`src/include/vec_regmap.svh`:
```
`ifndef VEC_REGMAP_SVH
`define VEC_REGMAP_SVH

// Control and status registers
`define REG_CMD    32'h0000_0000
`define REG_VL     32'h0000_0004
`define REG_STATUS 32'h0000_0008

// One word per element of every vector register
`define ELEM_BASE  32'h0000_0100
`define ELEM_END   32'h0000_0300
`define ELEM_ADDR(vreg, idx) (`ELEM_BASE + (((vreg) * 16 + (idx)) * 4))

// Command word fields
`define CMD_OP_MSB  3
`define CMD_OP_LSB  0
`define CMD_VD_MSB  6
`define CMD_VD_LSB  4
`define CMD_VS1_MSB 10
`define CMD_VS1_LSB 8
`define CMD_VS2_MSB 14
`define CMD_VS2_LSB 12

// Status word fields
`define STATUS_BUSY_BIT 0
`define STATUS_DONE_LSB 8
`define STATUS_DONE_MSB 15

`endif

```
`src/verilog/vec_pkg.sv`:
```
package vec_pkg;

  // Machine geometry
  localparam int unsigned NrLanes      = 4;
  localparam int unsigned ElemWidth    = 32;
  localparam int unsigned NrVRegs      = 8;
  localparam int unsigned ElemsPerLane = 4;
  localparam int unsigned VLMax        = NrLanes * ElemsPerLane;

  // Index widths derived from the geometry
  localparam int unsigned VRegIdxW = $clog2(NrVRegs);
  localparam int unsigned SlotIdxW = $clog2(ElemsPerLane);
  localparam int unsigned LaneIdxW = $clog2(NrLanes);
  localparam int unsigned ElemIdxW = $clog2(VLMax);
  localparam int unsigned VlWidth  = $clog2(VLMax + 1);

  // Host bus
  localparam int unsigned AxiAddrWidth = 32;
  localparam int unsigned AxiDataWidth = 32;
  localparam logic [1:0]  RespOkay     = 2'b00;
  localparam logic [1:0]  RespSlvErr   = 2'b10;

  typedef logic [ElemWidth-1:0] elem_t;
  typedef logic [VRegIdxW-1:0]  vreg_t;
  typedef logic [SlotIdxW-1:0]  slot_t;
  typedef logic [LaneIdxW-1:0]  lane_t;
  typedef logic [VlWidth-1:0]   vl_t;

  typedef enum logic [3:0] {
    OP_VADD  = 4'd0,
    OP_VSUB  = 4'd1,
    OP_VAND  = 4'd2,
    OP_VOR   = 4'd3,
    OP_VXOR  = 4'd4,
    OP_VMUL  = 4'd5,
    OP_VMACC = 4'd6
  } vfu_op_e;

  // Instruction as broadcast to every lane
  typedef struct packed {
    vfu_op_e op;
    vreg_t   vd;
    vreg_t   vs1;
    vreg_t   vs2;
    vl_t     vl;
  } vfu_operation_t;

  // Operand a is read from vs2 and b from vs1
  // c carries the old vd value for accumulate
  typedef struct packed {
    vfu_op_e op;
    elem_t   a;
    elem_t   b;
    elem_t   c;
    vreg_t   vd;
    slot_t   slot;
  } elem_op_t;

  typedef struct packed {
    vreg_t vreg;
    slot_t slot;
    elem_t data;
  } wb_req_t;

endpackage

```
`src/verilog/vec_completion.sv`:
```
module vec_completion import vec_pkg::*; (
  input  logic                      clk_i,
  input  logic                      reset_i,
  input  logic         [NrLanes-1:0] lane_done_i,
  input  elem_t        [NrLanes-1:0] lane_rd_data_i,
  input  lane_t                     rd_lane_i,
  output elem_t                     rd_data_o,
  output logic                      insn_done_o
);

  logic [NrLanes-1:0] seen_q;
  logic               all_done;

  // Lanes finish at different times
  assign all_done    = &seen_q;
  assign insn_done_o = all_done;

  always_ff @(posedge clk_i) begin
    if (reset_i) begin
      seen_q <= '0;
    end else if (all_done) begin
      seen_q <= '0;
    end else begin
      seen_q <= seen_q | lane_done_i;
    end
  end

  assign rd_data_o = lane_rd_data_i[rd_lane_i];

endmodule

```
`config.mk`:
```
export PLATFORM = sky130hd
export DESIGN_NAME = vec_completion
export DESIGN_NICKNAME = d
export VERILOG_FILES = /design/src/include/vec_regmap.svh /design/src/verilog/vec_pkg.sv /design/src/verilog/vec_completion.sv
export SDC_FILE = /design/constraint.sdc
export NUM_CORES = 1
export LEC_CHECK = 0
export BUFFER_PORTS_ARGS = -buffer_cell sky130_fd_sc_hd__buf_2
export CORE_AREA = 2 2 66 68
export DETAILED_ROUTE_END_ITERATION = 8
export DIE_AREA = 0 0 68 70
export PLACE_DENSITY = 0.86
export SLEW_MARGIN = 40
export SYNTH_ARGS = -nofsm -noshare
export SYNTH_HDL_FRONTEND = slang
export SYNTH_SLANG_ARGS = --single-unit
```
`constraint.sdc`:
```
create_clock -name clk_i -period 0.9 [get_ports clk_i]
set_input_delay 0.09 -clock clk_i [delete_from_list [all_inputs] [get_ports clk_i]]
set_output_delay 0.09 -clock clk_i [all_outputs]
set_load 0.005 [all_outputs]
```
==> results.py <==
metrics = {
    "logic_synthesis": {
        "yosysTopAreaCell": "mux4_2",
        "ys_types": 10,
        "yosys-top-cells-area": "mux4_2 72%, dfxtp_1 8.5%, buf_12 6.4%, mux4_1 5.6%, nor3_1 2.1%",
        "synth-warning-count": 0,
        "yosysSeqAreaShare_pct": 8.50,
        "syn_nets": 189,
        "syn_area_um2": 942,
        "syn_area_per_cell_um2": 17.8,
        "netlist.area_leader.share_pct": 71.7,
        "synth.ff_latch_count": 4,
        "syn_inst": 53,
    },
    "setup_path": {
        "reg2reg_slack_ns": 0.03,
        "worstPathCellList": "buf_12 -> buf_12 -> mux4_2 -> buf_6",
        "endpoint_kind": "output pin",
        "max_stage_delay_ns": 0.51,
        "cp.required_ns": 0.81,
        "cp_common_cell": "buf_12",
        "path_delay_family": "multiplexers",
        "crit_arrival_ns": 1.00,
        "worst_path_max_delay_cell": "mux4_2",
        "crit_buf_inv": 3,
        "crit_path_start_kind": "primary input",
        "critical_path_class": "primary input to output pin",
        "critPathMaxFanout": 8,
    },
    "layout": {
        "nets": 364,
        "fin_cells": 278,
        "fillerInstances": 375,
        "area_growth_pct": 114,
        "final_cell_area_mm2": 0.00202,
        "drive_above_1_share_pct": 98.2,
        "final_cell_mix": "163 x buf_2, 32 x mux4_2, 6 x buf_6",
        "antenna_cells": 0,
        "max_flop_register": "seen_q",
        "fin_util_pct": 48.7,
        "largest_reg_flops": 4,
        "reg.largest.list": "seen_q: 4 flops",
        "final_common_cell": "buf_2",
    },
    "pwr": {
        "power.leakage_nw": 1.04,
        "p_per_area_mw_per_mm2": 739,
        "ir_drop_mv": 0.707,
    },
    "floorplan": {
        "start_util_pct": 22.7,
        "die_h_um": 70,
        "core_area_mm2": 0.00414,
        "die_area_mm2": 0.00476,
        "die_w_um": 68,
        "pin_count": 169,
        "num_rows": 24,
    },
    "detailed_routing": {
        "routed_wl_mm": 4.47,
        "drc_errors": 0,
        "viasPerCell": 4.84,
        "vias": 1346,
        "post_drt_wl_per_cell_um": 16.1,
        "drt-pass1-iter-count": 4,
        "final_antenna_net_count": 0,
        "drt_iter0_markers": 43,
    },
    "sta": {
        "hold_viol": 0,
        "fin_skew_ns": 0.000895,
        "min_period_ns": 1.09,
        "fmax_ghz": 0.916,
        "relSlewSlack_pct": 87.9,
        "whs_ns": 0.115,
        "slew_violations": 0,
        "fin_ws_ns": -0.192,
        "rsz0062_at_grt": "true",
        "worstMarginPinSlew_ns": 0.181,
        "setup_viol": 33,
        "period_share_pct": 121,
    },
    "clocking": {
        "htree_levels": 1,
        "clock-sinks": 4,
        "hold_buffers": 0,
        "clk_latency_ns": 0.21,
        "cts_buffer_depth": 2,
        "cts_root_buf": "clkbuf_8",
        "numCtsBuffers": 3,
        "cts_tree": "built",
        "path_clk_slew_ns": 0.03,
    },
    "flow_run": {
        "maxCapViolCount": 0,
    },
    "placed_design": {
        "place_congestion": 0.765,
        "placed_area_mm2": 0.00184,
        "io_buffers": 168,
        "placedCellCount": 271,
        "hpwlAfterDp_mm": 3.80,
    },
    "grt": {
        "antenna_found_initial": 0,
        "grt_pass1_vias": 1420,
        "grt_usage_pct": 18.1,
        "grt_pass1_wl_mm": 6.49,
        "grt_overflow": 0,
        "grt_max_degree": 23,
    },
    "outcome": {
        "violations": "setup timing",
        "outcome": "complete, but fails checks",
    },
    "hold_path": {
        "holdCritPathClass": "primary input to flop",
    },
}
==> power by group <==
part	leakage [nW]	switching (mW)	total, mW	internal, mW
clock network	0.0216	0.0859	0.370	0.284
registers	0.0343	0.00876	0.204	0.195
logic	0.980	0.297	0.917	0.621
total	1.04	0.391	1.49	1.10
==> worst paths after layout <==
check | endpoint | startpoint | cells past startpoint
setup reg to reg | seen_q[3] | seen_q[2] | 3
hold reg to reg | seen_q[0] | seen_q[0] | 2
hold / removal | seen_q[2] | lane_done_i[2] | 3
setup / recovery | rd_data_o[26] | rd_lane_i[0] | 4
==> stage by stage <==
step	setup slack (ns)	power (mW)	setup TNS [ns]
2_1_floorplan	-0.0149	0.588	-0.447
3_3_place_gp	-0.282	1.02	-8.59
3_5_place_dp	-0.314	1.04	-8.93
4_1_cts	-0.204	1.48	-5.68
5_1_grt	-0.233	1.59	-6.48
6_report	-0.192	1.49	-5.36
==> worst min-delay path: stages <==
cell and delay, ns:
buf_2 0.07, nor2_1 0.04, nor3_2 0.08
==> cells in the mapped netlist <==
library cell	number
nor2_1	4
buf_6	1
buf_12	3
clkbuf_1	1
mux4_1	2
buf_2	3
dfxtp_1	4
and4_1	1
mux4_2	30
nor3_1	4
==> layout make-up <==
cell class / count / area (µm²) / share of cell area, %
Timing Repair Buffer: 178 / 1040 / 51.5
Multi-Input combinational cell: 41 / 787 / 39.0
Sequential cell: 4 / 85.1 / 4.21
Tap cell: 52 / 65.1 / 3.22
Clock buffer: 3 / 41.3 / 2.04
==> cells by family (layout without fill, tap and decap cells) <==
| logic type | after synthesis | count (layout) | synth area share, % |
|---|---|---|---|
| buffers and inverters | 8 | 181 | 9.56 |
| DFF | 4 | 4 | 8.50 |
| muxes | 32 | 32 | 77.3 |
| and+or+nand+nor | 9 | 9 | 4.65 |
==> metal layers <==
layer	up-vias	part of all wire, %	global-route usage (%)
met5	-	0	0
met4	0	0.65	5.33
met3	4	9.8	2.58
met2	105	57	35.0
met1	634	33	19.4
li1	603	-	-
==> what timing repair did <==
action / 4_1_cts / 5_1_grt
pin swaps: 1 / 3
cloned: 2 / 0
resized for setup: 17 / 7
hold endpoints to repair: 0 / 0
endpoints found under the setup margin: 33 / 37
setup buffers: 2 / 0
(Power assumes the default switching activity.)
