==> src/include/vec_regmap.svh <==
`ifndef VEC_REGMAP_SVH
`define VEC_REGMAP_SVH

// Control and status registers
`define REG_CMD    32'h0000_0000
`define REG_VL     32'h0000_0004
`define REG_STATUS 32'h0000_0008

// One word per element of every vector register
`define ELEM_BASE  32'h0000_0100
`define ELEM_END   32'h0000_0300
`define ELEM_ADDR(vreg, idx) (`ELEM_BASE + (((vreg) * 16 + (idx)) * 4))

// Command word fields
`define CMD_OP_MSB  3
`define CMD_OP_LSB  0
`define CMD_VD_MSB  6
`define CMD_VD_LSB  4
`define CMD_VS1_MSB 10
`define CMD_VS1_LSB 8
`define CMD_VS2_MSB 14
`define CMD_VS2_LSB 12

// Status word fields
`define STATUS_BUSY_BIT 0
`define STATUS_DONE_LSB 8
`define STATUS_DONE_MSB 15

`endif

==> src/verilog/vec_pkg.sv <==
package vec_pkg;

  // Machine geometry
  localparam int unsigned NrLanes      = 4;
  localparam int unsigned ElemWidth    = 32;
  localparam int unsigned NrVRegs      = 8;
  localparam int unsigned ElemsPerLane = 4;
  localparam int unsigned VLMax        = NrLanes * ElemsPerLane;

  // Index widths derived from the geometry
  localparam int unsigned VRegIdxW = $clog2(NrVRegs);
  localparam int unsigned SlotIdxW = $clog2(ElemsPerLane);
  localparam int unsigned LaneIdxW = $clog2(NrLanes);
  localparam int unsigned ElemIdxW = $clog2(VLMax);
  localparam int unsigned VlWidth  = $clog2(VLMax + 1);

  // Host bus
  localparam int unsigned AxiAddrWidth = 32;
  localparam int unsigned AxiDataWidth = 32;
  localparam logic [1:0]  RespOkay     = 2'b00;
  localparam logic [1:0]  RespSlvErr   = 2'b10;

  typedef logic [ElemWidth-1:0] elem_t;
  typedef logic [VRegIdxW-1:0]  vreg_t;
  typedef logic [SlotIdxW-1:0]  slot_t;
  typedef logic [LaneIdxW-1:0]  lane_t;
  typedef logic [VlWidth-1:0]   vl_t;

  typedef enum logic [3:0] {
    OP_VADD  = 4'd0,
    OP_VSUB  = 4'd1,
    OP_VAND  = 4'd2,
    OP_VOR   = 4'd3,
    OP_VXOR  = 4'd4,
    OP_VMUL  = 4'd5,
    OP_VMACC = 4'd6
  } vfu_op_e;

  // Instruction as broadcast to every lane
  typedef struct packed {
    vfu_op_e op;
    vreg_t   vd;
    vreg_t   vs1;
    vreg_t   vs2;
    vl_t     vl;
  } vfu_operation_t;

  // Operand a is read from vs2 and b from vs1
  // c carries the old vd value for accumulate
  typedef struct packed {
    vfu_op_e op;
    elem_t   a;
    elem_t   b;
    elem_t   c;
    vreg_t   vd;
    slot_t   slot;
  } elem_op_t;

  typedef struct packed {
    vreg_t vreg;
    slot_t slot;
    elem_t data;
  } wb_req_t;

endpackage

==> src/verilog/vec_axil_dispatcher.sv <==
`include "vec_regmap.svh"

module vec_axil_dispatcher import vec_pkg::*; (
  input  logic                    clk_i,
  input  logic                    reset_i,
  // AXI4-Lite slave
  input  logic [AxiAddrWidth-1:0] s_awaddr_i,
  input  logic                    s_awvalid_i,
  output logic                    s_awready_o,
  input  logic [AxiDataWidth-1:0] s_wdata_i,
  input  logic                    s_wvalid_i,
  output logic                    s_wready_o,
  output logic [1:0]              s_bresp_o,
  output logic                    s_bvalid_o,
  input  logic                    s_bready_i,
  input  logic [AxiAddrWidth-1:0] s_araddr_i,
  input  logic                    s_arvalid_i,
  output logic                    s_arready_o,
  output logic [AxiDataWidth-1:0] s_rdata_o,
  output logic [1:0]              s_rresp_o,
  output logic                    s_rvalid_o,
  input  logic                    s_rready_i,
  // Lanes
  output vfu_operation_t          op_o,
  output logic                    op_valid_o,
  output logic [NrLanes-1:0]      elem_we_o,
  output wb_req_t                 elem_wr_o,
  output vreg_t                   rd_reg_o,
  output logic [ElemIdxW-1:0]     rd_elem_o,
  input  elem_t                   rd_data_i,
  input  logic                    insn_done_i
);

  logic                    aw_got_q, w_got_q, bvalid_q, rvalid_q;
  logic [AxiAddrWidth-1:0] awaddr_q, wr_addr, wr_off, rd_off;
  logic [AxiDataWidth-1:0] wdata_q, wr_data, rdata_q, rd_value;
  logic [1:0]              bresp_q, rresp_q;
  logic                    aw_hs, w_hs, ar_hs, wr_fire;
  logic                    cmd_go, vl_go, elem_go, wr_err, rd_err;
  logic [ElemIdxW-1:0]     wr_idx;
  vl_t                     vl_q;
  logic                    busy_q, op_valid_q;
  logic [7:0]              done_cnt_q;
  vfu_operation_t          op_q;

  function automatic logic in_elem_window(logic [AxiAddrWidth-1:0] addr);
    return addr >= `ELEM_BASE && addr < `ELEM_END && addr[1:0] == 2'b00;
  endfunction

  ////////////////////////////////////////
  // Write channels
  ////////////////////////////////////////

  assign s_awready_o = !bvalid_q && !aw_got_q;
  assign s_wready_o  = !bvalid_q && !w_got_q;
  assign aw_hs       = s_awvalid_i && s_awready_o;
  assign w_hs        = s_wvalid_i && s_wready_o;
  assign wr_addr     = aw_hs ? s_awaddr_i : awaddr_q;
  assign wr_data     = w_hs ? s_wdata_i : wdata_q;
  assign wr_fire     = (aw_hs || aw_got_q) && (w_hs || w_got_q);
  assign wr_off      = wr_addr - `ELEM_BASE;
  assign wr_idx      = wr_off[2 +: ElemIdxW];

  // Anything not matched below is rejected
  always_comb begin
    cmd_go  = 1'b0;
    vl_go   = 1'b0;
    elem_go = 1'b0;
    wr_err  = 1'b1;
    if (wr_addr == `REG_CMD) begin
      cmd_go = !busy_q;
      wr_err = busy_q;
    end else if (wr_addr == `REG_VL) begin
      vl_go  = !busy_q && wr_data <= VLMax;
      wr_err = !vl_go;
    end else if (in_elem_window(wr_addr)) begin
      elem_go = !busy_q;
      wr_err  = busy_q;
    end
  end

  // Element index splits into lane (low bits) and slot
  always_comb begin
    elem_we_o = '0;
    elem_we_o[wr_idx[LaneIdxW-1:0]] = wr_fire && elem_go;
  end

  assign elem_wr_o.vreg = wr_off[2 + ElemIdxW +: VRegIdxW];
  assign elem_wr_o.slot = wr_idx[LaneIdxW +: SlotIdxW];
  assign elem_wr_o.data = wr_data;

  always_ff @(posedge clk_i) begin
    if (reset_i) begin
      aw_got_q <= 1'b0;
      w_got_q  <= 1'b0;
      bvalid_q <= 1'b0;
    end else if (wr_fire) begin
      aw_got_q <= 1'b0;
      w_got_q  <= 1'b0;
      bvalid_q <= 1'b1;
    end else begin
      if (aw_hs) aw_got_q <= 1'b1;
      if (w_hs) w_got_q <= 1'b1;
      if (s_bready_i) bvalid_q <= 1'b0;
    end
  end

  always_ff @(posedge clk_i) begin
    if (aw_hs) awaddr_q <= s_awaddr_i;
    if (w_hs) wdata_q <= s_wdata_i;
    if (wr_fire) bresp_q <= wr_err ? RespSlvErr : RespOkay;
  end

  assign s_bvalid_o = bvalid_q;
  assign s_bresp_o  = bresp_q;

  ////////////////////////////////////////
  // Control state
  ////////////////////////////////////////

  always_ff @(posedge clk_i) begin
    if (reset_i) begin
      vl_q       <= '0;
      busy_q     <= 1'b0;
      op_valid_q <= 1'b0;
      done_cnt_q <= '0;
    end else begin
      op_valid_q <= wr_fire && cmd_go;
      if (wr_fire && vl_go) vl_q <= vl_t'(wr_data);
      if (wr_fire && cmd_go) begin
        busy_q <= 1'b1;
      end else if (insn_done_i) begin
        busy_q     <= 1'b0;
        done_cnt_q <= done_cnt_q + 8'd1;
      end
    end
  end

  always_ff @(posedge clk_i) begin
    if (wr_fire && cmd_go) begin
      op_q.op  <= vfu_op_e'(wr_data[`CMD_OP_MSB:`CMD_OP_LSB]);
      op_q.vd  <= wr_data[`CMD_VD_MSB:`CMD_VD_LSB];
      op_q.vs1 <= wr_data[`CMD_VS1_MSB:`CMD_VS1_LSB];
      op_q.vs2 <= wr_data[`CMD_VS2_MSB:`CMD_VS2_LSB];
      op_q.vl  <= vl_q;
    end
  end

  assign op_o       = op_q;
  assign op_valid_o = op_valid_q;

  ////////////////////////////////////////
  // Read channels
  ////////////////////////////////////////

  assign s_arready_o = !rvalid_q;
  assign ar_hs       = s_arvalid_i && s_arready_o;
  assign rd_off      = s_araddr_i - `ELEM_BASE;
  assign rd_reg_o    = rd_off[2 + ElemIdxW +: VRegIdxW];
  assign rd_elem_o   = rd_off[2 +: ElemIdxW];

  // Command register is write-only and reads as zero
  always_comb begin
    rd_value = '0;
    rd_err   = 1'b0;
    if (s_araddr_i == `REG_VL) begin
      rd_value = AxiDataWidth'(vl_q);
    end else if (s_araddr_i == `REG_STATUS) begin
      rd_value[`STATUS_BUSY_BIT] = busy_q;
      rd_value[`STATUS_DONE_MSB:`STATUS_DONE_LSB] = done_cnt_q;
    end else if (in_elem_window(s_araddr_i)) begin
      rd_value = rd_data_i;
    end else if (s_araddr_i != `REG_CMD) begin
      rd_err = 1'b1;
    end
  end

  always_ff @(posedge clk_i) begin
    if (reset_i) begin
      rvalid_q <= 1'b0;
    end else if (ar_hs) begin
      rvalid_q <= 1'b1;
    end else if (s_rready_i) begin
      rvalid_q <= 1'b0;
    end
  end

  always_ff @(posedge clk_i) begin
    if (ar_hs) begin
      rdata_q <= rd_value;
      rresp_q <= rd_err ? RespSlvErr : RespOkay;
    end
  end

  assign s_rvalid_o = rvalid_q;
  assign s_rdata_o  = rdata_q;
  assign s_rresp_o  = rresp_q;

  // Completion only ends an instruction that was broadcast
  a_done_while_busy: assert property (@(posedge clk_i) disable iff (reset_i)
    insn_done_i |-> busy_q);

endmodule

==> config.mk <==
export PLATFORM = sky130hd
export DESIGN_NAME = vec_axil_dispatcher
export DESIGN_NICKNAME = d
export VERILOG_FILES = /design/src/verilog/vec_pkg.sv /design/src/verilog/vec_axil_dispatcher.sv
export VERILOG_INCLUDE_DIRS = /design/src /design/src/include
export SDC_FILE = /design/constraint.sdc
export NUM_CORES = 1
export LEC_CHECK = 0
export ABC_AREA = 0
export BUFFER_PORTS_ARGS = -buffer_cell sky130_fd_sc_hd__buf_2
export CAP_MARGIN = 15
export CELL_PAD_IN_SITES_DETAIL_PLACEMENT = 1
export CELL_PAD_IN_SITES_GLOBAL_PLACEMENT = 1
export CORE_ASPECT_RATIO = 0.5
export CORE_MARGIN = 3
export CORE_UTILIZATION = 30
export DETAILED_ROUTE_END_ITERATION = 8
export PLACE_DENSITY = 0.66
export SYNTH_ARGS = -nofsm -noshare
export SYNTH_HDL_FRONTEND = slang
export SYNTH_SLANG_ARGS = --single-unit
==> constraint.sdc <==
create_clock -name clk_i -period 7.2 [get_ports clk_i]
set_input_delay 1.44 -clock clk_i [delete_from_list [all_inputs] [get_ports clk_i]]
set_output_delay 1.44 -clock clk_i [all_outputs]
set_load 0.01 [all_outputs]
==> metrics.cfg <==
[place]
dp_hpwl_mm = 12.7
dpl_cell_area_sq_um = 6830
globalplace.congestion = 0.784
port-buffer-count = 241

[clocking]
htreeDepth = 4
cts_hold_buffers = 0
ctsResizeCount = 0
clk_path_buf_depth = 2
post-cts-setup-buffers = 0
cts_tree = done
insertion_delay_ns = 0.41
cts_buffers = 17
root_buffer = clkbuf_16
clk_pin_slew_worst_paths_ns = 0.06
numClockSinks = 135

[critical_path]
worstPathMaxFanout = 23
startpoint = s_awvalid_i
cp.arrival_ns = 3.35
cp_cell_sequence = buf_2, nor3b_4, buf_16, mux2i_1, inv_1, nor4b_1, buf_2
slowest_delay_ns = 0.43
crit_path_end_kind = primary output
critPathRequiredTime_ns = 5.76
crit_path_start_kind = input pin
r2r-start = s_bvalid_o$_SDFFE_PP0P_
critPathSlowestCell = nor4b_1
path_buf_inv = 4
cpMostUsedCell = buf_2
path_class = input pin to primary output
cp_top_family = simple AND/OR/NAND/NOR gates

[worst_hold_path]
min-delay-start = vl_q[3]$_SDFFE_PP0P_
min_path_type = register to register

[synth]
synthFlopType = dfxtp_1
synth_edf_count = 52
ys_ff_latch = 135
synth.largest_area_cell = dfxtp_1
synthCells = 436
synth_top_area_frac = 0.307
yosys_warnings = 0
yosysSeqAreaShare = 0.596
postSynth.asyncResetShare = 0
synthesis.area_sq_um = 5410
synth.distinct_cells = 47
avgSynthCellArea_sq_um = 12.4
synthTopCellsByArea = dfxtp_1, edfxtp_1, mux2_2, nor4_1, and2_1

[routing]
wl_per_cell_microns = 17.3
drc = 0
first_pass_iters = 4
antenna_left = 0
routed_wl_mm = 16.0
viasPerCell = 4.70
drt_iter0_drc = 131
vias = 4346

[grt]
grt-ovfl-total = 0
grt_pass1_vias = 4593
grt_usage = 0.159
grt_max_degree = 37
antenna_found_initial = 0
grt_pass1_wl_mm = 24.6

[pwr]
intPower_mw = 1.51
switchingPower_mw = 0.545
p_sw_frac = 0.265
seqPwrFrac = 0.456
combPwrFrac = 0.157
power_leakage_nw = 3.08
vdd_drop_max_mv = 0.149
power_frac_clock = 0.388
power_density_nw_per_um2 = 278

[cells_and_area]
antenna_cells_inserted = 0
drive_gt1_frac = 0.512
layout_commonest_cell = buf_2
most-common-layout-cells = buf_2, dfxtp_1, mux2_2, edfxtp_1, nor4_1
area_growth_pct = 36.8
nFillCells = 1949
nNetsFinal = 814
final_area_sq_um = 7400

[sta]
grt_setup_unrepaired = no
skew_ns = 0.00816
tns_ns = 0
tightest_slew_ns = 0.572
fmax_mhz = 209
min_period_ns = 4.79
final.period_utilization = 0.665
final-hold-violation-count = 0
finalSetupViolations = 0
slew_viol_final = 0
slew_headroom = 0.619

[floorplanning]
die_w_microns = 196
die_height_microns = 101
die-area_sq_um = 19800
num_rows = 34
start_util = 0.309
io_pins = 244
coreArea_sq_um = 17500

[status]
status = finished, final reports clean

[flow_run]
max_cap_viol_count = 0

[kinds of logic (layout without fill, tap and decap cells)]
family	Yosys count	count (layout)	share of synthesized area
adder cells (fa/ha/maj)	1	1	0.00231
multiplexers	64	64	0.132
AO/OA/AOI/OAI	53	53	0.0677
flip-flops	135	135	0.596
other	1	2	0.000693
AND/OR/NAND/NOR	137	137	0.158
XOR/XNOR	3	3	0.00486
buffers and inverters	42	295	0.0379
[final timing paths]
check / to / slack [ns] / cells past startpoint
setup / recovery: elem_we_o[2] / 2.41 / 7
hold / removal: op_o[3]$_DFFE_PP_ / 0.48 / 0
setup reg to reg: op_o[5]$_DFFE_PP_ / 4.36 / 7
hold reg to reg: op_o[3]$_DFFE_PP_ / 0.48 / 0
[synthesized netlist by cell type (all sizes together) (9+ instances only)]
cell type	number
o21ai	9
nor4	30
nand2	11
mux2	61
edfxtp	52
a21oi	17
and2	20
inv	15
nand4	9
buf	19
dfxtp	83
nor2	20
a22o	12
[metal layers]
layer  global-route usage  wire [microns]  vias to the layer above
met5                    0               0                        -
met3               0.0341             460                        9
met1                0.205            7400                     2133
met2                0.272            7990                       78
li1                     -               -                     2126
met4               0.0432             137                        0
[final cells by class]
cell class / instances / area, sq um / share of cell area
Sequential cell: 135 / 3220 / 0.435
Multi-Input combinational cell: 260 / 2010 / 0.271
Timing Repair Buffer: 248 / 1280 / 0.173
Clock buffer: 19 / 453 / 0.0612
Tap cell: 234 / 293 / 0.0395
Clock inverter: 13 / 93.8 / 0.0127
Inverter: 15 / 56.3 / 0.00761
[sequential cells by signal, summed over array words and instances, names as in the netlist, 5 cells and up]
| name | cells |
|---|---|
| awaddr_q | 32 |
| s_rdata_o | 32 |
| wdata_q | 32 |
| op_o | 18 |
| done_cnt_q | 8 |
| vl_q | 5 |
[through the flow]
stage	hold slack, ns	util	power, mW	worst slack (ns)	std cells
floorplan	0.431	-	1.13	2.81	437
global placement	0.466	0.390	1.26	2.02	891
detailed placement	0.475	0.390	1.28	1.97	891
CTS	0.491	0.421	2.09	1.96	923
global route	0.500	0.422	2.16	2.23	924
finish	0.481	0.422	2.06	2.41	924
[power by group through the flow]
stage,Sequential (mW),Clock (mW),Combinational (mW)
2_1_floorplan,0.944,0,0.188
3_3_place_gp,0.949,0,0.314
3_5_place_dp,0.954,0,0.322
4_1_cts,0.938,0.824,0.324
5_1_grt,0.949,0.859,0.353
6_report,0.937,0.797,0.323
[worst reg2reg max path, delay by kind of cell (launching register included)]
kind	cells	cell delay, ns
AND/OR/NAND/NOR	3	0.97
multiplexers	1	0.43
buffers and inverters	3	0.69
flip-flops	1	0.41
(Power assumes the default switching activity.)
